===== src/uart_params.svh =====
// Size and width macros for the UART peripheral, included by the package and every RTL module
`ifndef UART_PARAMS_SVH
`define UART_PARAMS_SVH

// Number of UART channels on the bus
`define UART_CH 3

// Channel index width, index 3 is left unmapped
`define UART_CH_W 2

// Bus and serial data width
`define UART_DAT 8

// Baud divisor width
`define UART_DIV_W 8

// FIFO depth and derived pointer and counter widths
`define FIFO_DEPTH 4
`define FIFO_ADR_W 2
`define FIFO_CNT_W 3

// Bus address width, channel in the upper bits, register in the lower two
`define BUS_ADR_W 4

`endif


===== src/uart_pkg.sv =====
// Shared types for the UART peripheral; compile first and import where the types are needed
package uart_pkg;

`include "uart_params.svh"

    // Widths with a meaning
    typedef logic [`UART_DAT-1:0]   uart_data_t;
    typedef logic [`UART_DIV_W-1:0] uart_div_t;
    typedef logic [`FIFO_CNT_W-1:0] fifo_cnt_t;
    typedef logic [`UART_CH_W-1:0]  ch_idx_t;
    typedef logic [`BUS_ADR_W-1:0]  bus_adr_t;

    // Channel register map, low two address bits
    typedef enum logic [1:0] {
        REG_DATA   = 2'd0,
        REG_STATUS = 2'd1,
        REG_DIV    = 2'd2,
        REG_IRQ    = 2'd3
    } reg_sel_e;

    // Transmitter shifter states
    typedef enum logic [1:0] {
        TX_IDLE,
        TX_START,
        TX_DATA,
        TX_STOP
    } tx_state_e;

    // Receiver shifter states
    typedef enum logic [1:0] {
        RX_IDLE,
        RX_START,
        RX_DATA,
        RX_STOP
    } rx_state_e;

    // Bus request, plain strobes
    typedef struct packed {
        logic       wen;
        logic       ren;
        bus_adr_t   adr;
        uart_data_t wdt;
    } bus_req_t;

    // Per channel request after decode
    typedef struct packed {
        logic       wen;
        logic       ren;
        reg_sel_e   sel;
        uart_data_t wdt;
    } ch_req_t;

    // Read select handed to the collector
    typedef struct packed {
        logic    hit;
        ch_idx_t ch;
    } rd_sel_t;

    // Per channel response
    typedef struct packed {
        uart_data_t rdt;
        logic       irq_tx;
        logic       irq_rx;
    } ch_rsp_t;

endpackage: uart_pkg


===== src/uart_fifo.sv =====
// Small synchronous FIFO with occupancy count; one instance each for TX and RX in a UART channel
`timescale 1ns/1ps
`include "uart_params.svh"

module uart_fifo (
    input  logic                  clk,
    input  logic                  reset,
    input  logic                  push,
    input  logic                  pop,
    input  uart_pkg::uart_data_t  wdt,
    output uart_pkg::uart_data_t  rdt,
    output uart_pkg::fifo_cnt_t   cnt,
    output logic                  full,
    output logic                  empty
);

    import uart_pkg::*;

    // Storage, no reset
    uart_data_t              mem [`FIFO_DEPTH];

    // Circular pointers, wrap on their own since depth is a power of two
    logic [`FIFO_ADR_W-1:0]  wptr;
    logic [`FIFO_ADR_W-1:0]  rptr;

    // Qualified requests
    logic                    do_push;
    logic                    do_pop;

    assign full    = (cnt == fifo_cnt_t'(`FIFO_DEPTH));
    assign empty   = (cnt == '0);
    // Push into a full FIFO is dropped
    assign do_push = push && !full;
    // Pop from an empty FIFO does nothing
    assign do_pop  = pop && !empty;

    // Pointers and count
    always_ff @(posedge clk)
    begin
        if (reset)
        begin
            wptr <= '0;
            rptr <= '0;
            cnt  <= '0;
        end
        else
        begin
            if (do_push)
                wptr <= wptr + 1'b1;
            if (do_pop)
                rptr <= rptr + 1'b1;
            case ({do_push, do_pop})
                2'b10:   cnt <= cnt + 1'b1;
                2'b01:   cnt <= cnt - 1'b1;
                default: cnt <= cnt;
            endcase
        end
    end

    // Write port
    always_ff @(posedge clk)
    begin
        if (do_push)
            mem[wptr] <= wdt;
    end

    // Head of queue, read combinationally
    assign rdt = mem[rptr];

    // Occupancy bounded by depth
    assert property (@(posedge clk) disable iff (reset) cnt <= fifo_cnt_t'(`FIFO_DEPTH))
    else $error("FIFO count above depth");

endmodule: uart_fifo


===== src/uart_req_decode.sv =====
// Bus request decoder; steers the strobes of one bus access to the addressed UART channel
`timescale 1ns/1ps
`include "uart_params.svh"

module uart_req_decode (
    input  uart_pkg::bus_req_t req,
    output uart_pkg::ch_req_t  ch_req [`UART_CH],
    output uart_pkg::rd_sel_t  rd_sel
);

    import uart_pkg::*;

    ////////////////////////////////////////////////////////////////////////////
    // Address split
    ////////////////////////////////////////////////////////////////////////////

    ch_idx_t                 idx;
    reg_sel_e                sel;
    logic                    mapped;
    logic [`UART_CH-1:0]     stb;

    // Channel index in the upper address bits
    assign idx = req.adr[`BUS_ADR_W-1 -: `UART_CH_W];

    // Register select in the lower bits
    assign sel = reg_sel_e'(req.adr[`BUS_ADR_W-`UART_CH_W-1:0]);

    // Index 3 is a hole in the map
    assign mapped = (idx < ch_idx_t'(`UART_CH));

    ////////////////////////////////////////////////////////////////////////////
    // Strobe steering
    ////////////////////////////////////////////////////////////////////////////

    always_comb
    begin
        for (int i = 0; i < `UART_CH; i++)
        begin
            // Only the addressed channel sees a strobe
            ch_req[i].wen = req.wen && mapped && (idx == ch_idx_t'(i));
            ch_req[i].ren = req.ren && mapped && (idx == ch_idx_t'(i));
            // Payload fans out to all channels
            ch_req[i].sel = sel;
            ch_req[i].wdt = req.wdt;
        end
    end

    // Collector needs the read target one cycle later
    assign rd_sel.hit = req.ren && mapped;
    assign rd_sel.ch  = idx;

    // Never more than one channel strobed, reads and writes together
    always_comb
    begin
        for (int i = 0; i < `UART_CH; i++)
        begin
            stb[i] = ch_req[i].wen | ch_req[i].ren;
        end
        assert ($onehot0(stb))
        else $error("decoder strobes more than one channel");
    end

endmodule: uart_req_decode


===== src/uart_channel.sv =====
// One 8N1 UART channel with data, status, divisor and interrupt-level registers and two FIFOs
`timescale 1ns/1ps
`include "uart_params.svh"

module uart_channel (
    input  logic               clk,
    input  logic               reset,
    input  uart_pkg::ch_req_t  req,
    output uart_pkg::ch_rsp_t  rsp,
    input  logic               rxd,
    output logic               txd
);

    import uart_pkg::*;

    localparam int unsigned BIT_W = $clog2(`UART_DAT);

    ////////////////////////////////////////////////////////////////////////////
    // Registers and FIFOs
    ////////////////////////////////////////////////////////////////////////////

    // Configuration
    uart_div_t   div;
    fifo_cnt_t   lvl_tx;
    fifo_cnt_t   lvl_rx;
    uart_data_t  rdt_q;

    // FIFO hookup
    logic        tx_push;
    logic        tx_pop;
    logic        tx_empty;
    logic        rx_push;
    logic        rx_pop;
    logic        rx_empty;
    uart_data_t  tx_rdt;
    uart_data_t  rx_rdt;
    uart_data_t  rx_shr;
    fifo_cnt_t   tx_cnt;
    fifo_cnt_t   rx_cnt;

    // Transmitter
    tx_state_e         tx_state;
    uart_div_t         tx_bcnt;
    logic [BIT_W-1:0]  tx_bit;
    uart_data_t        tx_shr;
    logic              txd_q;

    // Receiver
    rx_state_e         rx_state;
    uart_div_t         rx_bcnt;
    logic [BIT_W-1:0]  rx_bit;
    logic              rxd_s1;
    logic              rxd_s2;
    logic              rxd_prev;

    // Data register accesses
    assign tx_push = req.wen && (req.sel == REG_DATA);
    assign rx_pop  = req.ren && (req.sel == REG_DATA);

    // Divisor and levels
    always_ff @(posedge clk)
    begin
        if (reset)
        begin
            div    <= '0;
            lvl_tx <= '0;
            lvl_rx <= '0;
        end
        else if (req.wen)
        begin
            if (req.sel == REG_DIV)
                div <= uart_div_t'(req.wdt);
            if (req.sel == REG_IRQ)
            begin
                lvl_tx <= req.wdt[`FIFO_CNT_W-1:0];
                lvl_rx <= req.wdt[4 +: `FIFO_CNT_W];
            end
        end
    end

    // Read data held until the next read
    always_ff @(posedge clk)
    begin
        if (req.ren)
        begin
            case (req.sel)
                // Empty RX FIFO reads as zero
                REG_DATA:   rdt_q <= rx_empty ? '0 : rx_rdt;
                // Busy, TX count, RX count
                REG_STATUS: rdt_q <= {tx_state != TX_IDLE, tx_cnt, 1'b0, rx_cnt};
                REG_DIV:    rdt_q <= uart_data_t'(div);
                REG_IRQ:    rdt_q <= {1'b0, lvl_rx, 1'b0, lvl_tx};
                default:    rdt_q <= '0;
            endcase
        end
    end

    // Response and level interrupts
    assign rsp.rdt    = rdt_q;
    assign rsp.irq_tx = (tx_cnt < lvl_tx);
    assign rsp.irq_rx = (rx_cnt > lvl_rx);

    uart_fifo tx_fifo_i (
        .clk   (clk),
        .reset (reset),
        .push  (tx_push),
        .pop   (tx_pop),
        .wdt   (req.wdt),
        .rdt   (tx_rdt),
        .cnt   (tx_cnt),
        .full  (),
        .empty (tx_empty)
    );

    uart_fifo rx_fifo_i (
        .clk   (clk),
        .reset (reset),
        .push  (rx_push),
        .pop   (rx_pop),
        .wdt   (rx_shr),
        .rdt   (rx_rdt),
        .cnt   (rx_cnt),
        .full  (),
        .empty (rx_empty)
    );

    ////////////////////////////////////////////////////////////////////////////
    // Transmitter
    ////////////////////////////////////////////////////////////////////////////

    // Idle shifter takes the next byte
    assign tx_pop = (tx_state == TX_IDLE) && !tx_empty;

    always_ff @(posedge clk)
    begin
        if (reset)
        begin
            tx_state <= TX_IDLE;
            tx_bcnt  <= '0;
            tx_bit   <= '0;
            txd_q    <= 1'b1;
        end
        else
        begin
            // Bit time is div+1 cycles
            tx_bcnt <= (tx_bcnt == div) ? '0 : tx_bcnt + 1'b1;
            case (tx_state)
                TX_IDLE:
                begin
                    tx_bcnt <= '0;
                    if (!tx_empty)
                    begin
                        tx_state <= TX_START;
                        txd_q    <= 1'b0;
                    end
                end
                TX_START:
                    if (tx_bcnt == div)
                    begin
                        tx_state <= TX_DATA;
                        tx_bit   <= '0;
                        txd_q    <= tx_shr[0];
                    end
                TX_DATA:
                    if (tx_bcnt == div)
                    begin
                        tx_bit <= tx_bit + 1'b1;
                        // LSB first with the next bit at index 1 before the shift
                        txd_q  <= tx_shr[1];
                        if (tx_bit == BIT_W'(`UART_DAT-1))
                        begin
                            tx_state <= TX_STOP;
                            txd_q    <= 1'b1;
                        end
                    end
                default:
                    if (tx_bcnt == div)
                        tx_state <= TX_IDLE;
            endcase
        end
    end

    // Shift register payload
    always_ff @(posedge clk)
    begin
        if (tx_pop)
            tx_shr <= tx_rdt;
        else if ((tx_state == TX_DATA) && (tx_bcnt == div))
            tx_shr <= tx_shr >> 1;
    end

    assign txd = txd_q;

    // Line rests high between frames
    assert property (@(posedge clk) disable iff (reset) (tx_state == TX_IDLE) |-> txd)
    else $error("txd low while transmitter idle");

    ////////////////////////////////////////////////////////////////////////////
    // Receiver
    ////////////////////////////////////////////////////////////////////////////

    // Two flop synchronizer plus edge history
    always_ff @(posedge clk)
    begin
        if (reset)
        begin
            rxd_s1   <= 1'b1;
            rxd_s2   <= 1'b1;
            rxd_prev <= 1'b1;
        end
        else
        begin
            rxd_s1   <= rxd;
            rxd_s2   <= rxd_s1;
            rxd_prev <= rxd_s2;
        end
    end

    // Push at mid stop bit only when the line is high
    assign rx_push = (rx_state == RX_STOP) && (rx_bcnt == div) && rxd_s2;

    always_ff @(posedge clk)
    begin
        if (reset)
        begin
            rx_state <= RX_IDLE;
            rx_bcnt  <= '0;
            rx_bit   <= '0;
        end
        else
        begin
            rx_bcnt <= rx_bcnt + 1'b1;
            case (rx_state)
                RX_IDLE:
                begin
                    rx_bcnt <= '0;
                    // Falling edge opens a frame
                    if (rxd_prev && !rxd_s2)
                        rx_state <= RX_START;
                end
                RX_START:
                    // A high line at mid start bit was a glitch
                    if (rx_bcnt == (div >> 1))
                    begin
                        rx_bcnt  <= '0;
                        rx_bit   <= '0;
                        rx_state <= rxd_s2 ? RX_IDLE : RX_DATA;
                    end
                RX_DATA:
                    if (rx_bcnt == div)
                    begin
                        rx_bcnt <= '0;
                        rx_bit  <= rx_bit + 1'b1;
                        if (rx_bit == BIT_W'(`UART_DAT-1))
                            rx_state <= RX_STOP;
                    end
                default:
                    if (rx_bcnt == div)
                        rx_state <= RX_IDLE;
            endcase
        end
    end

    // Sampled bits enter from the top
    always_ff @(posedge clk)
    begin
        if ((rx_state == RX_DATA) && (rx_bcnt == div))
            rx_shr <= {rxd_s2, rx_shr[`UART_DAT-1:1]};
    end

endmodule: uart_channel


===== src/uart_rsp_collect.sv =====
// Response collector; returns the addressed channel's read data and gathers interrupt vectors
`timescale 1ns/1ps
`include "uart_params.svh"

module uart_rsp_collect (
    input  logic                  clk,
    input  logic                  reset,
    input  uart_pkg::rd_sel_t     rd_sel,
    input  uart_pkg::ch_rsp_t     ch_rsp [`UART_CH],
    output uart_pkg::uart_data_t  rdt,
    output logic [`UART_CH-1:0]   irq_tx,
    output logic [`UART_CH-1:0]   irq_rx
);

    import uart_pkg::*;

    // Read select aligned with the channel read data
    rd_sel_t  sel_q;

    always_ff @(posedge clk)
    begin
        if (reset)
            sel_q <= '0;
        else
            sel_q <= rd_sel;
    end

    // Read data mux, zero without a hit
    always_comb
    begin
        rdt = '0;
        if (sel_q.hit)
        begin
            for (int i = 0; i < `UART_CH; i++)
            begin
                if (sel_q.ch == ch_idx_t'(i))
                    rdt = ch_rsp[i].rdt;
            end
        end
    end

    // Interrupt vectors
    always_comb
    begin
        for (int i = 0; i < `UART_CH; i++)
        begin
            irq_tx[i] = ch_rsp[i].irq_tx;
            irq_rx[i] = ch_rsp[i].irq_rx;
        end
    end

    // Decoder never lets a hit through for the hole
    assert property (@(posedge clk) disable iff (reset)
        sel_q.hit |-> (sel_q.ch < ch_idx_t'(`UART_CH)))
    else $error("read hit on unmapped channel");

endmodule: uart_rsp_collect


===== src/uart_peri_top.sv =====
// Top level of the multi-channel UART peripheral; connect the register bus and the serial lines
`timescale 1ns/1ps
`include "uart_params.svh"

module uart_peri_top (
    input  logic                  clk,
    input  logic                  reset,
    // Register bus
    input  uart_pkg::bus_req_t    req,
    output uart_pkg::uart_data_t  rdt,
    // Serial lines
    input  logic [`UART_CH-1:0]   rxd,
    output logic [`UART_CH-1:0]   txd,
    // Interrupts
    output logic [`UART_CH-1:0]   irq_tx,
    output logic [`UART_CH-1:0]   irq_rx
);

    import uart_pkg::*;

    ////////////////////////////////////////////////////////////////////////////
    // Request fan out and response fan in
    ////////////////////////////////////////////////////////////////////////////

    ch_req_t  ch_req [`UART_CH];
    ch_rsp_t  ch_rsp [`UART_CH];
    rd_sel_t  rd_sel;

    uart_req_decode decode_i (
        .req    (req),
        .ch_req (ch_req),
        .rd_sel (rd_sel)
    );

    // Identical channels
    for (genvar i = 0; i < `UART_CH; i++)
    begin: ch_g
        uart_channel channel_i (
            .clk   (clk),
            .reset (reset),
            .req   (ch_req[i]),
            .rsp   (ch_rsp[i]),
            .rxd   (rxd[i]),
            .txd   (txd[i])
        );
    end

    uart_rsp_collect collect_i (
        .clk    (clk),
        .reset  (reset),
        .rd_sel (rd_sel),
        .ch_rsp (ch_rsp),
        .rdt    (rdt),
        .irq_tx (irq_tx),
        .irq_rx (irq_rx)
    );

endmodule: uart_peri_top


===== config.mk =====
export PLATFORM = sky130hd
export DESIGN_NAME = uart_peri_top
export DESIGN_NICKNAME = d
export VERILOG_FILES = /design/src/uart_pkg.sv /design/src/uart_fifo.sv /design/src/uart_req_decode.sv /design/src/uart_channel.sv /design/src/uart_rsp_collect.sv /design/src/uart_peri_top.sv
export VERILOG_INCLUDE_DIRS = /design/src
export SDC_FILE = /design/constraint.sdc
export NUM_CORES = 1
export LEC_CHECK = 0
export ABC_AREA = 1
export BUFFER_PORTS_ARGS = -buffer_cell sky130_fd_sc_hd__buf_2
export CAP_MARGIN = 30
export CORE_ASPECT_RATIO = 0.6
export CORE_MARGIN = 2
export CORE_UTILIZATION = 55
export DETAILED_ROUTE_END_ITERATION = 6
export PLACE_DENSITY = 0.7
export SYNTH_ARGS = -nofsm -noshare
export SYNTH_HDL_FRONTEND = slang
export SYNTH_HIERARCHICAL = 1
export SYNTH_SLANG_ARGS = --single-unit

===== constraint.sdc =====
create_clock -name clk -period 3.2 [get_ports clk]
set_input_delay 0.64 -clock clk [delete_from_list [all_inputs] [get_ports clk]]
set_output_delay 0.64 -clock clk [all_outputs]
set_load 0.005 [all_outputs]

; ---- After elaboration in Yosys (flattened, before gate mapping)
; Memories as Yosys holds them, arrays and structs flattened. A register that Yosys moved wholly into a read port is not among the register bits.
; Cells that the tools add are included.
[classes]
addsub = 36
eq_ne = 79
reduce_logical = 125
multipliers = 0
mux = 127
n_div = 0
bitwise_logic = 0
n_shift = 0
n_lt_le_gt_ge = 7
[op_table]
columns = operator, n
row1 = $mux W8, 19
row2 = $pmux W8 S4, 3
row3 = $mux W2, 45
row4 = $pmux W3 S2, 12
row5 = $pmux W8 S3, 3
row6 = $add A8 B1 Y8 const B, 6
row7 = $eq A8 B8 Y1, 6
row8 = $logic_and A1 B1 Y1, 44
row9 = $ne A2 B1 Y1 const B, 21
row10 = $reduce_bool A2 Y1, 21
row11 = $eq A2 B2 Y1 const B, 19
row12 = $add A3 B1 Y3 const B, 12
row13 = $eq A3 B3 Y1 const B, 12
row14 = $mux W3, 12
row15 = $pmux W2 S3, 6
row16 = $eq A2 B1 Y1 const B, 15
row17 = $reduce_and A5 Y1, 6
row18 = $add A2 B1 Y2 const B, 12
row19 = $eq A8 B7 Y1, 3
row20 = $mux W1, 24
row21 = $logic_not A2 Y1, 9
row22 = $logic_not A3 Y1, 6
row23 = $reduce_and A3 Y1, 6
row24 = $reduce_bool A3 Y1, 6
row25 = 10 further kinds, 46
[totals]
n_memories = 6
elab_cells = 448
mem_bits_rw = 192
reg_bits = 249
romBits = 0
in_bits = 19
latchBits = 0
[memory_table]
columns = memory, depth, word_bits, rd, rd_ports_with_merged_regs, write_ports, line
row1 = ch_g[0].channel_i.rx_fifo_i.mem, 4, 8, 1, 1, 1, uart_fifo.sv:20  ; uart_data_t mem [`FIFO_DEPTH];
row2 = ch_g[0].channel_i.tx_fifo_i.mem, 4, 8, 1, 1, 1, uart_fifo.sv:20
row3 = ch_g[1].channel_i.rx_fifo_i.mem, 4, 8, 1, 1, 1, uart_fifo.sv:20
row4 = ch_g[1].channel_i.tx_fifo_i.mem, 4, 8, 1, 1, 1, uart_fifo.sv:20
row5 = ch_g[2].channel_i.rx_fifo_i.mem, 4, 8, 1, 1, 1, uart_fifo.sv:20
row6 = ch_g[2].channel_i.tx_fifo_i.mem, 4, 8, 1, 1, 1, uart_fifo.sv:20

; ---- Depth between registers and ports, before layout
; Gate-level depths: netlist of run 1.
[depth]
word_depth = 7
ltp_mapped = 17
depth_no_buf = 16

; ---- Modules after synthesis
; The synthesis of run 1 kept the hierarchy.
[modules_own_cells]
columns = module, n_inst, area_each_um2, cells_each, seq_area_each_um2
row1 = uart_fifo, 6, 1685.4, 146, 1141.1
row2 = uart_channel (ch_g[1].channel_i ...), 2, 3384.5, 422, 1601.5
row3 = uart_channel (ch_g[0].channel_i), 1, 3397.0, 423, 1601.5
row4 = uart_rsp_collect, 1, 395.4, 69, 60.1
row5 = uart_req_decode, 1, 294.0, 46, 0.0

; ---- Least setup slack after synthesis of run 1
; Ideal clock, no wire load.
[synth_path]
path_kind = input to register
startpoint = in req[10] (netlist name)
endpoint = reg ch_g[0].channel_i.rx_fifo_i.cnt[2]
path_slack_ps = 690
required_time_ps = 3090
path_stages = 16
setup_time_ps = 110
arrival_ps = 2400
path_cell_list = inv_1 > nand2_1 > nor2_1 > inv_1 > nor2_1 > inv_1 > nor2_1 > ha_1 > inv_1 > fa_1 > inv_1 > nand2_1 > nand3_1 > nand2_1 > inv_1 > nor2_1
[synth_rtl]
columns = element, line
row1 = "start, declared", uart_peri_top.sv:9  ; input uart_pkg::bus_req_t req,
row2 = "end signal, assigned", uart_fifo.sv:53  ; 2'b10: cnt <= cnt + 1'b1;
row3 = "end signal, assigned", uart_fifo.sv:54  ; 2'b01: cnt <= cnt - 1'b1;
row4 = "end signal, assigned", uart_fifo.sv:55  ; default: cnt <= cnt;
row5 = "end, declared", uart_fifo.sv:12  ; output uart_pkg::fifo_cnt_t cnt,

; ---- Worst setup path in the final report of run 1
[layout_path]
startpoint = reg ch_g[0].channel_i.div[3]
endpoint = reg ch_g[0].channel_i.rx_fifo_i.cnt[2]
[layout_between]
elab_chain_len = 6
word_cells_on_any_way = 8
classes_between = 3 x eq/ne / 1 x mux / 4 x reduce/logical
[layout_lines]
columns = element, line
row1 = "start, declared", uart_channel.sv:23  ; uart_div_t div;
row2 = "start signal, assigned", uart_channel.sv:72  ; div <= uart_div_t'(req.wdt);
row3 = $eq A8 B8 Y1 (*), uart_channel.sv:220  ; assign rx_push = (rx_state == RX_STOP) && (rx_bcnt == div) && rxd_s2;
row4 = $logic_and A1 B1 Y1 (*) (2 in a row), uart_channel.sv:220
row5 = net ch_g[0].channel_i.rx_push, uart_channel.sv:32  ; logic rx_push;
row6 = $logic_and A1 B1 Y1 (*), uart_fifo.sv:33  ; assign do_push = push && !full;
row7 = $eq A2 B1 Y1 or $eq A2 B2 Y1 (tied branches), uart_fifo.sv:52  ; case ({do_push, do_pop})
row8 = $pmux W3 S2 or $reduce_bool A2 Y1 (tied branches), --
; The timed path passes the listed nets; every way through them passes the cells marked *.
; A chain may end at the register's enable or synchronous reset.

==> results of run 1 <==
==> metal layers <==
layer / GRT usage / routed length, um
met1: 0.365 / 23000
met5: 0.00242 / 0
met2: 0.341 / 19000
met3: 0.0368 / 3390
met4: 0.0643 / 1170
==> layout make-up <==
type	count	area [um2]
Multi-Input combinational cell	1429	7580
Clock inverter	19	204
Clock buffer	59	1240
Sequential cell	453	11700
Timing Repair Buffer	66	403
Tap cell	513	642
Inverter	301	1130
Fill cell	3179	14700
==> registers in the layout (all words and copies together) (netlist names), 6 cells and up, named ones only <==
name	flops
ch_g.channel_i/rx_fifo_i/mem	96
ch_g.channel_i/tx_fifo_i/mem	96
ch_g.channel_i/div	24
ch_g.channel_i/rdt_q	24
ch_g.channel_i/rx_bcnt	24
ch_g.channel_i/rx_shr	24
ch_g.channel_i/tx_bcnt	24
ch_g.channel_i/tx_shr	24
ch_g.channel_i/lvl_rx	9
ch_g.channel_i/lvl_tx	9
ch_g.channel_i/rx_bit	9
ch_g.channel_i/rx_fifo_i/cnt	9
ch_g.channel_i/tx_bit	9
ch_g.channel_i/tx_fifo_i/cnt	9
ch_g.channel_i/rx_fifo_i/rptr	6
ch_g.channel_i/rx_fifo_i/wptr	6
ch_g.channel_i/rx_state	6
ch_g.channel_i/tx_fifo_i/rptr	6
ch_g.channel_i/tx_fifo_i/wptr	6
ch_g.channel_i/tx_state	6
==> worst max-delay path: cells and delay by family, from the launching register on <==
| family | cells | cell delay (ns) |
|---|---|---|
| simple gates | 10 | 1.49 |
| fa+ha+maj | 2 | 0.47 |
| flops | 1 | 0.46 |
| buf+inv | 4 | 0.32 |
==> where the power goes <==
group	internal [mW]	leakage (nW)	total, mW	switching (mW)
clock network	3.05	0.706	5.27	2.22
logic	0.597	4.43	1.79	1.19
registers	6.54	3.92	6.76	0.211
total	10.2	9.06	13.8	3.62
==> per-stage QoR <==
stage,utilization,hold slack [ns]
3_3_place_gp,0.570,0.395
5_1_grt,0.609,0.256
6_report,0.609,0.272
3_5_place_dp,0.570,0.399
2_1_floorplan,-,0.389
4_1_cts,0.609,0.251
==> how the worst max path moves through the flow <==
stage	to	slack [ns]	start
after floorplan	ch_g[0].channel_i/rx_fifo_i/cnt[2]	0.69	req[10]
after global routing	ch_g[2].channel_i/rx_fifo_i/cnt[2]	0.14	ch_g[2].channel_i/rx_bcnt[2]
after CTS	ch_g[0].channel_i/rx_fifo_i/cnt[2]	0.45	ch_g[0].channel_i/div[3]
final	ch_g[0].channel_i/rx_fifo_i/cnt[2]	0.39	ch_g[0].channel_i/div[3]
after detailed placement	ch_g[0].channel_i/tx_fifo_i/cnt[1]	0.44	req[10]
after global placement	ch_g[0].channel_i/tx_fifo_i/cnt[2]	0.51	req[10]
==> results_tabular.tex, run 1 <==
\begin{tabular}{lr}
\hline
Metric & Value \\
\hline
\multicolumn{2}{l}{\textbf{Global routing}} \\
Number of global-route vias before repair & between 10k and 15k \\
Number of antenna violations at the first check in global routing & 0 \\
Overall fraction of global-route tracks in use & 0.235 \\
Total grt overflow & 0 \\
Global-route wire length before repair & about 75000 um \\
Largest net degree at the start of global routing & 19 \\
\multicolumn{2}{l}{\textbf{Place}} \\
Detailed placer's ending HPWL & between 30000 and 40000 um \\
Final RePlAce weighted congestion & between 0.8 and 0.9 \\
Placement Cell Area & 0.0215 mm2 \\
Total of buffers placed on input and output ports & 35 \\
Pre-CTS WS & approximately 0.44 ns \\
Cell total after placement & roughly 2.8k \\
\multicolumn{2}{l}{\textbf{Setup path}} \\
Largest stage delay on the critical path & $\sim$0.46 ns \\
Critical Path End Type & register \\
Series of cell instances along the critical path & inv\_1, nand2\_1, nand4\_1, nor2\_1, nand2\_1, nor3\_1, nand2\_1, ha\_1, inv\_1, fa\_1, inv\_1, nand2\_1, nand3\_1, nand2\_1, inv\_1, nor2\_1 \\
Category of the critical setup timing path & reg -> reg \\
Endpoint of the worst-slack reg-to-reg timing path & ch\_g[0].channel\_i/rx\_fifo\_i/cnt[2] \\
Flop2flop setup slack & $\sim$0.39 ns \\
CP Launch Type & register \\
Slowest cell on the critical path & dfxtp\_1 \\
Worst reg2reg path startpoint & ch\_g[0].channel\_i/div[3] \\
CP Data Arrival Time & roughly 3.3 ns \\
Worst path most repeated cell & nand2\_1 \\
Worst R2R Path Depth & 16 \\
Worst Path Max Fanout & 5 \\
Required time at the worst-slack endpoint & between 3 and 4 ns \\
\multicolumn{2}{l}{\textbf{Drt}} \\
Count of TritonRoute iterations in the first routing pass & 5 \\
DRC violations left & 0 \\
WL final & around 47000 um \\
Vias per cell & roughly 5.4 \\
Starting DRT DRC Count & approximately 1.4k \\
Post-detailed-route wirelength per cell & $\sim$16 um \\
Final antenna-violating net count & 0 \\
Via Count & 15.2k \\
\multicolumn{2}{l}{\textbf{Floorplanning}} \\
I/O Pins & 36 \\
Site Rows & 55 \\
Core area & approximately 0.038 mm2 \\
Width of the chip & roughly 260 um \\
Die Span Y & between 150 and 200 um \\
Initial core utilization & 0.556 \\
Die Area & $\sim$0.04 mm2 \\
\multicolumn{2}{l}{\textbf{Finish}} \\
Commonest non-fill, non-tap cell in the layout & nand2\_1 \\
Ratio of cells with drive above 1 in the final layout & 0.0988 \\
Inserted Diodes & 0 \\
Fin area & $\sim$0.023 mm2 \\
Layout Nets & $\sim$2.4k \\
Cell Count, Final, Fillers Out & 2840 \\
Area growth, synth to finish & 9.41\% \\
Commonest cells after routing, fill and taps aside & 450 x nand2\_1, 273 x inv\_1, 264 x edfxtp\_1 \\
\multicolumn{2}{l}{\textbf{Timing}} \\
Measured slew at the worst slew-check pin & 0.708 ns \\
Worst clock skew & about 0.02 ns \\
Period minus WS final & between 2 and 3 ns \\
Max Fclk & 356 MHz \\
Count of endpoints failing setup in the final report & 0 \\
Setup repair after global routing missed its margin & no \\
Share of the clock period used by the worst path after layout & 0.878 \\
Number of max-slew violations in the final report & 0 \\
Headroom to the max-slew limit & 0.526 \\
Total negative setup slack & 0 ns \\
Final worst setup slack & 0.390 ns \\
Final hold violation count & 0 \\
\multicolumn{2}{l}{\textbf{Clocking}} \\
Maximum count of clock buffers along a single path & 3 \\
\# clock sinks & roughly 450 \\
Clock latency at the later pin of the worst-skew pair & roughly 0.56 ns \\
Clock transition time at the flip-flop clock pins of the worst setup and hold paths & roughly 0.070 ns \\
CTS HTree Levels & 2 \\
Total of hold buffers inserted after clock tree synthesis & 0 \\
Number of instances resized during post-cts repair & 0 \\
TritonCTS clock tree & built \\
Clock buffers created by TritonCTS & 43 \\
Clock root cell & clkbuf\_16 \\
Post-CTS setup repair buffer count & 0 \\
\multicolumn{2}{l}{\textbf{Hold path}} \\
Start point of the worst hold path & rxd[0] \\
Endpoint with the worst hold slack & ch\_g[0].channel\_i/rxd\_s1 \\
Worst hold-check path type & in -> reg \\
Count of cells along the worst hold path & 2 \\
\multicolumn{2}{l}{\textbf{Yosys}} \\
Syn Std Cell Area & about 0.021 mm2 \\
Gate Count Post-Synth & between 2k and 2.5k \\
Net Count, Synth & 2349 \\
Syn avg cell area & between 9 and 10 um2 \\
Synth warn & 6 \\
\multicolumn{2}{l}{\textbf{Power}} \\
Power density normalized to cell area & 603 mW/mm2 \\
Total Power Consumption & around 14 mW \\
Static leakage power & around 9.1 nW \\
Maximum vdd drop & between 0.3 and 0.4 mV \\
\multicolumn{2}{l}{\textbf{Outcome}} \\
Status & completed \\
\multicolumn{2}{l}{\textbf{Job}} \\
Max capacitance violation total & 0 \\
\hline
\end{tabular}
(Power assumes the default switching activity.)
==> inputs of run 2 (changes only) <==
--- a/config.mk
+++ b/config.mk
@@ -9,12 +9,10 @@
 export ABC_AREA = 1
 export BUFFER_PORTS_ARGS = -buffer_cell sky130_fd_sc_hd__buf_2
 export CAP_MARGIN = 30
-export CORE_ASPECT_RATIO = 0.6
 export CORE_MARGIN = 2
 export CORE_UTILIZATION = 55
 export DETAILED_ROUTE_END_ITERATION = 6
 export PLACE_DENSITY = 0.7
 export SYNTH_ARGS = -nofsm -noshare
 export SYNTH_HDL_FRONTEND = slang
-export SYNTH_HIERARCHICAL = 1
 export SYNTH_SLANG_ARGS = --single-unit
==> run 2 against run 1 <==
Utilization grew 0.93 points. Global-route usage grew 0.085 points. Routed wire length down 3.6%. Combinational power is 28% higher. Area after synthesis is 3.0% lower. Highest routed layer unchanged. Sequential power up 3.8%. Register-to-register slack improved by 0.51 ns. Die area fell by 3.0%. Critical endpoint is now rdt[0]. Largest cell class unchanged. Sequential share of layout area rose by 0.77 points.
==> results_tabular.tex, run 2 <==
\begin{tabular}{lr}
\hline
Metric & Value \\
\hline
\multicolumn{2}{l}{\textbf{Outcome}} \\
Status & completed \\
\multicolumn{2}{l}{\textbf{Yosys}} \\
Net Count, Synth & $\sim$2.2k \\
Syn avg cell area & between 9 and 10 um2 \\
XOR/XNOR Fraction of Synth Area & 0.0220 \\
Syn Std Cell Area & approximately 0.02 mm2 \\
Compound-Gate Fraction of Synth Area & 0.116 \\
Post-synthesis cell type with the largest combined area & edfxtp\_1 \\
Proportion of register bits with asynchronous set or reset after synthesis & 0 \\
Most common cell in the synthesized netlist & nor2\_1 \\
Adder-cell share of the synthesized area & 0.0613 \\
Number of enable-type register cells in the synthesized netlist & 264 \\
Combinational family with the most area after synthesis & simple AND/OR/NAND/NOR gates \\
Area fraction in and, or, nand and nor cells after synthesis & 0.163 \\
Synth top area cells & edfxtp\_1 39\%, dfxtp\_1 19\%, nor2\_1 6.1\% \\
Most instantiated cells after synthesis & 331 x nor2\_1, 320 x nand2\_1, 264 x edfxtp\_1, 247 x inv\_1, 196 x o21ai\_0 \\
Post-synth cell types & 51 \\
Post-synthesis mux area share & 0 \\
Share of the synthesized area in the top cell type & 0.390 \\
Synth warn & 0 \\
Gate Count Post-Synth & between 2k and 2.5k \\
Main synth FF type & edfxtp\_1 \\
Number of flip-flops and latches in the synthesized netlist & between 400 and 500 \\
Post-synthesis sequential area ratio & 0.576 \\
\multicolumn{2}{l}{\textbf{Finish}} \\
Fin util & 0.618 \\
Commonest cells after routing, fill and taps aside & 331 x nor2\_1, 320 x nand2\_1, 264 x edfxtp\_1 \\
Area growth, synth to finish & 11.1\% \\
Fin area & roughly 0.023 mm2 \\
Largest registers & ch\_g.channel\_i.rx\_fifo\_i.mem: 96 flops, ch\_g.channel\_i.tx\_fifo\_i.mem: 96 flops \\
Layout Nets & $\sim$2.3k \\
Count of fill cells added during filler insertion & 2955 \\
Commonest non-fill, non-tap cell in the layout & nor2\_1 \\
Inserted Diodes & 0 \\
Ratio of cells with drive above 1 in the final layout & 0.0824 \\
Cell Count, Final, Fillers Out & between 2k and 3k \\
\multicolumn{2}{l}{\textbf{Global routing}} \\
Global routing met2 resource utilization & 0.396 \\
Total grt overflow & 0 \\
GR peak layer & met2 \\
Overall fraction of global-route tracks in use & 0.236 \\
Global-route met3 utilization & 0.0339 \\
Largest net degree at the start of global routing & 40 \\
Number of antenna violations at the first check in global routing & 0 \\
Met1 Resource Use GR & 0.318 \\
Global-route wire length before repair & $\sim$72000 um \\
Number of global-route vias before repair & roughly 14k \\
\multicolumn{2}{l}{\textbf{Clocking}} \\
Clock root cell & clkbuf\_16 \\
Clock buffers created by TritonCTS & between 40 and 50 \\
Number of instances resized during post-cts repair & 0 \\
Post-CTS setup repair buffer count & 0 \\
Maximum count of clock buffers along a single path & 3 \\
Clock transition time at the flip-flop clock pins of the worst setup and hold paths & 0.06 ns \\
TritonCTS clock tree & built \\
\# clock sinks & about 450 \\
CTS HTree Levels & 2 \\
Total of hold buffers inserted after clock tree synthesis & 0 \\
Clock latency at the later pin of the worst-skew pair & around 0.58 ns \\
\multicolumn{2}{l}{\textbf{Timing}} \\
Number of max-slew violations in the final report & 0 \\
Worst clock skew & about 0.019 ns \\
Measured slew at the worst slew-check pin & 0.872 ns \\
Final worst setup slack & roughly 0.57 ns \\
Max Fclk & 381 MHz \\
Share of the clock period used by the worst path after layout & 0.821 \\
Total negative setup slack & 0 ns \\
Final hold violation count & 0 \\
Count of endpoints failing setup in the final report & 0 \\
Period minus WS final & roughly 2.6 ns \\
Min Hold Slack & $\sim$0.24 ns \\
Headroom to the max-slew limit & 0.417 \\
Setup repair after global routing missed its margin & no \\
\multicolumn{2}{l}{\textbf{Drt}} \\
WL final & between 40000 and 50000 um \\
Post-detailed-route wirelength per cell & $\sim$17 um \\
DRC violations left & 0 \\
Vias per cell & between 5 and 6 \\
Count of TritonRoute iterations in the first routing pass & 6 \\
Via Count & 14.6k \\
Starting DRT DRC Count & about 1.2k \\
Final antenna-violating net count & 0 \\
\multicolumn{2}{l}{\textbf{Floorplanning}} \\
Site Rows & 70 \\
Width of the chip & between 150 and 200 um \\
I/O Pins & 36 \\
Die Span Y & a little under 200 um \\
Initial core utilization & 0.557 \\
Die Area & about 0.039 mm2 \\
Core area & 0.0365 mm2 \\
\multicolumn{2}{l}{\textbf{Place}} \\
Placement Cell Area & 0.0210 mm2 \\
Pre-CTS WS & $\sim$0.38 ns \\
Detailed placer's ending HPWL & between 30000 and 40000 um \\
Final RePlAce weighted congestion & roughly 0.89 \\
Cell total after placement & approximately 2.6k \\
Total of buffers placed on input and output ports & 35 \\
\multicolumn{2}{l}{\textbf{Power}} \\
Relative contribution of the clock network to total power & 0.375 \\
Power density normalized to cell area & 661 mW/mm2 \\
Static leakage power & slightly below 9 nW \\
Total Power Consumption & 14.9 mW \\
Switching part of the total & 0.278 \\
Internal cell power & between 10 and 15 mW \\
Share of power burned in combinational logic & 0.154 \\
Maximum vdd drop & 0.361 mV \\
Sequential group share of total power & 0.470 \\
Net switching power of the design & 4.15 mW \\
\multicolumn{2}{l}{\textbf{Setup path}} \\
Critical Path End Type & primary output \\
CP Data Arrival Time & 1.99 ns \\
Series of cell instances along the critical path & inv\_1, nor2\_1, nand2\_1, nand3\_1, nand2\_1, inv\_1, buf\_2 \\
Worst R2R Path Depth & 12 \\
Category of the critical setup timing path & reg -> out \\
Largest stage delay on the critical path & 0.41 ns \\
Required time at the worst-slack endpoint & 2.56 ns \\
CP Launch Type & register \\
Worst Path Max Fanout & 8 \\
Slowest cell on the critical path & nor2\_1 \\
\multicolumn{2}{l}{\textbf{Job}} \\
Max capacitance violation total & 0 \\
\multicolumn{2}{l}{\textbf{Hold path}} \\
Count of cells along the worst hold path & 2 \\
Worst hold-check path type & in -> reg \\
\hline
\end{tabular}
==> run 2: changes by cell type in the layout (fill, tap and decap cells not counted), sizes merged, moves of 16 or more <==
cell | previous run | this run
ha | 72 | 90
a31oi | 2 | 28
inv | 297 | 260
nor2 | 284 | 340
o22ai | 48 | 32
nand3 | 114 | 58
o21ai | 178 | 199
nand2 | 460 | 333
==> run 2: routing by layer <==
layer	routed length, um	share of wire
met4	1170	0.026
met5	0	0
met2	21200	0.47
met3	2450	0.055
met1	20000	0.45
==> run 2: power groups by stage <==
stage	registers [mW]	logic (mW)	clock network [mW]
after floorplan	6.96	1.80	0
after global placement	7.12	2.19	0
after detailed placement	7.13	2.28	0
after CTS	7.02	2.30	5.68
after global routing	7.07	2.64	5.92
final	7.02	2.30	5.60
==> run 2: final timing paths <==
kind	slack, ns	endpoint	from
worst max-delay path	0.57	rdt[0]	collect_i.sel_q[0]
worst min-delay path	0.24	ch_g[0].channel_i.rxd_s1	rxd[0]
worst max register to register	0.90	ch_g[0].channel_i.tx_fifo_i.cnt[2]	ch_g[0].channel_i.tx_state[0]
worst min register to register	0.41	ch_g[2].channel_i.rxd_s2	ch_g[2].channel_i.rxd_s1
==> run 2: area by class of cell <==
cell class | instances | area [um2] | area share
clock buffers | 61 | 1310 | 0.0581
clock inverters | 29 | 285 | 0.0126
well taps | 468 | 586 | 0.0259
repair buffers | 52 | 315 | 0.0140
multi-input cells | 1359 | 7370 | 0.326
inverters | 266 | 1000 | 0.0443
flip-flops and latches | 453 | 11700 | 0.519
==> run 2: critical path: cells and delay by family, from the launching register on <==
family | cells | cell delay [ns]
and+or+nand+nor | 4 | 0.81
DFF | 1 | 0.36
buffers and inverters | 3 | 0.25
==> run 2: cell families after synthesis <==
group | Yosys count
flops | 453
compound gates | 425
fa+ha+maj | 96
simple gates | 787
buf+inv | 319
xor+xnor | 51
==> inputs of run 3 (changes only) <==
==> constraint.sdc (replaced) <==
create_clock -name clk -period 2.7 [get_ports clk]
set_input_delay 0.54 -clock clk [delete_from_list [all_inputs] [get_ports clk]]
set_output_delay 0.54 -clock clk [all_outputs]
set_load 0.005 [all_outputs]
==> run 3 against run 2 <==
Via count grew 1.4%. Routed wire length shrank 0.89%. Critical path depth is the same. Cell count grew 1.4%. First-iteration DRC count shrank 5.5%. Count of clock-buffer cells in the layout shrank 1. Register-to-register slack lost 0.49 ns. Clock skew shrank 0.0026 ns. Design area grew 0.78%. Non-clock buffer count grew 39. Sequential power grew 18%. Hold slack lost 0.085 ns. Critical path type unchanged.
==> results_tabular.tex, run 3 (synthesized netlist as in run 2, its figures left out) <==
\begin{tabular}{lr}
\hline
Metric & Value \\
\hline
\multicolumn{2}{l}{\textbf{Outcome}} \\
Status & completed \\
\multicolumn{2}{l}{\textbf{Drt}} \\
Count of TritonRoute iterations in the first routing pass & 5 \\
Final antenna-violating net count & 0 \\
Post-detailed-route wirelength per cell & between 15 and 20 um \\
Highest metal layer used by the detailed router & met4 \\
Vias per cell & 5.43 \\
Starting DRT DRC Count & approximately 1.1k \\
Met1 wire length & roughly 20000 um \\
Detailed-routed wire length on met3 & around 2300 um \\
DRC violations left & 0 \\
DR WL met2 & 20800 um \\
Via Count & 14.8k \\
WL final & approximately 44000 um \\
\multicolumn{2}{l}{\textbf{Hold path}} \\
Worst hold-check path type & in -> reg \\
\multicolumn{2}{l}{\textbf{Timing}} \\
Count of endpoints failing setup in the final report & 0 \\
Period minus WS final & approximately 2.5 ns \\
Setup repair after global routing missed its margin & no \\
Final hold violation count & 0 \\
Number of max-slew violations in the final report & 0 \\
Headroom to the max-slew limit & 0.554 \\
Max Fclk & approximately 400 MHz \\
Worst clock skew & about 0.016 ns \\
Min Hold Slack & 0.158 ns \\
Share of the clock period used by the worst path after layout & 0.924 \\
Measured slew at the worst slew-check pin & 0.667 ns \\
Total negative setup slack & 0 ns \\
\multicolumn{2}{l}{\textbf{Floorplanning}} \\
Width of the chip & between 150 and 200 um \\
Site Rows & 70 \\
Die Span Y & about 200 um \\
Core area & between 0.03 and 0.04 mm2 \\
Die Area & 0.0385 mm2 \\
Initial core utilization & 0.557 \\
I/O Pins & 36 \\
\multicolumn{2}{l}{\textbf{Power}} \\
Maximum vdd drop & 0.458 mV \\
Static leakage power & $\sim$8.8 nW \\
Power density normalized to cell area & 758 mW/mm2 \\
\multicolumn{2}{l}{\textbf{Setup path}} \\
Category of the critical setup timing path & reg -> out \\
CP Data Arrival Time & 1.95 ns \\
CP Launch Type & register \\
Series of cell instances along the critical path & inv\_1, nor2\_1, nand2\_1, nand3\_1, nand2\_1, inv\_1, buf\_2 \\
Largest stage delay on the critical path & 0.39 ns \\
Required time at the worst-slack endpoint & 2.16 ns \\
Critical Path End Type & primary output \\
Worst Path Max Fanout & 8 \\
Slowest cell on the critical path & nor2\_1 \\
\multicolumn{2}{l}{\textbf{Clocking}} \\
Clock transition time at the flip-flop clock pins of the worst setup and hold paths & 0.06 ns \\
CTS HTree Levels & 2 \\
Number of instances resized during post-cts repair & 0 \\
Post-CTS setup repair buffer count & 0 \\
Total of hold buffers inserted after clock tree synthesis & 0 \\
Clock latency at the later pin of the worst-skew pair & 0.56 ns \\
TritonCTS clock tree & built \\
Clock buffers created by TritonCTS & 47 \\
Maximum count of clock buffers along a single path & 3 \\
\# clock sinks & 453 \\
Clock root cell & clkbuf\_16 \\
\multicolumn{2}{l}{\textbf{Finish}} \\
Inserted Diodes & 0 \\
Ratio of cells with drive above 1 in the final layout & 0.0966 \\
Largest registers & ch\_g.channel\_i.rx\_fifo\_i.mem: 96 flops, ch\_g.channel\_i.tx\_fifo\_i.mem: 96 flops \\
Count of fill cells added during filler insertion & slightly below 3k \\
Commonest non-fill, non-tap cell in the layout & nor2\_1 \\
Commonest cells after routing, fill and taps aside & 331 x nor2\_1, 320 x nand2\_1, 264 x edfxtp\_1 \\
Layout Nets & around 2.3k \\
Area growth, synth to finish & 11.9\% \\
\multicolumn{2}{l}{\textbf{Place}} \\
Detailed placer's ending HPWL & a little over 30000 um \\
Total of buffers placed on input and output ports & 35 \\
Final RePlAce weighted congestion & 0.888 \\
\multicolumn{2}{l}{\textbf{Global routing}} \\
Number of antenna violations at the first check in global routing & 0 \\
Global-route wire length before repair & $\sim$70000 um \\
Largest net degree at the start of global routing & 40 \\
Overall fraction of global-route tracks in use & 0.234 \\
Total grt overflow & 0 \\
Number of global-route vias before repair & 14.0k \\
\multicolumn{2}{l}{\textbf{Job}} \\
Max capacitance violation total & 0 \\
\hline
\end{tabular}
[run 3: routing by layer]
metal / vias to the layer above / track usage
met5: - / 0
met4: 0 / 0.0864
met3: 93 / 0.0334
met2: 358 / 0.383
met1: 6995 / 0.319
li1: 7339 / -
[run 3: final timing paths]
path / end / startpoint / slack, ns / depth (start not counted)
max: rdt[0] / collect_i.sel_q[0] / 0.21 / 7
min: ch_g[0].channel_i.rxd_s1 / rxd[0] / 0.16 / 2
max reg2reg: ch_g[2].channel_i.tx_fifo_i.cnt[2] / ch_g[2].channel_i.tx_fifo_i.cnt[2] / 0.41 / 9
min reg2reg: ch_g[0].channel_i.rxd_s2 / ch_g[0].channel_i.rxd_s1 / 0.41 / 1
[run 3: through the flow]
| step | setup slack (ns) | total power, mW | utilization | cell area [um2] | std cells |
|---|---|---|---|---|---|
| 4_1_cts | 0.176 | 17.4 | 0.623 | 22800 | 2725 |
| 2_1_floorplan | 0.0955 | 10.4 | - | 20300 | 2131 |
| 3_3_place_gp | 0.262 | 11.1 | 0.583 | 21300 | 2637 |
| 3_5_place_dp | 0.183 | 11.2 | 0.583 | 21300 | 2637 |
| 6_report | 0.206 | 17.2 | 0.623 | 22800 | 2725 |
| 5_1_grt | 0.0762 | 18.1 | 0.623 | 22800 | 2725 |
[run 3: power breakdown]
group / switching [mW] / leakage [nW] / internal, mW
sequential: 0.365 / 3.92 / 7.92
combinational: 1.84 / 4.18 / 0.963
clock: 2.62 / 0.712 / 3.53
total: 4.83 / 8.82 / 12.4
[run 3: cell type report]
cell class / instances / area, um2 / share of cell area
well taps: 468 / 586 / 0.0257
repair buffers: 91 / 621 / 0.0273
flip-flops and latches: 453 / 11700 / 0.515
clock buffers: 60 / 1280 / 0.0561
multi-input cells: 1359 / 7370 / 0.324
inverters: 266 / 1000 / 0.0439
clock inverters: 28 / 191 / 0.00841
[run 3: critical path, delay by kind of cell (launching register included)]
kind / cells / cell delay [ns]
AND/OR/NAND/NOR: 4 / 0.81
flip-flops: 1 / 0.35
buffers and inverters: 3 / 0.23
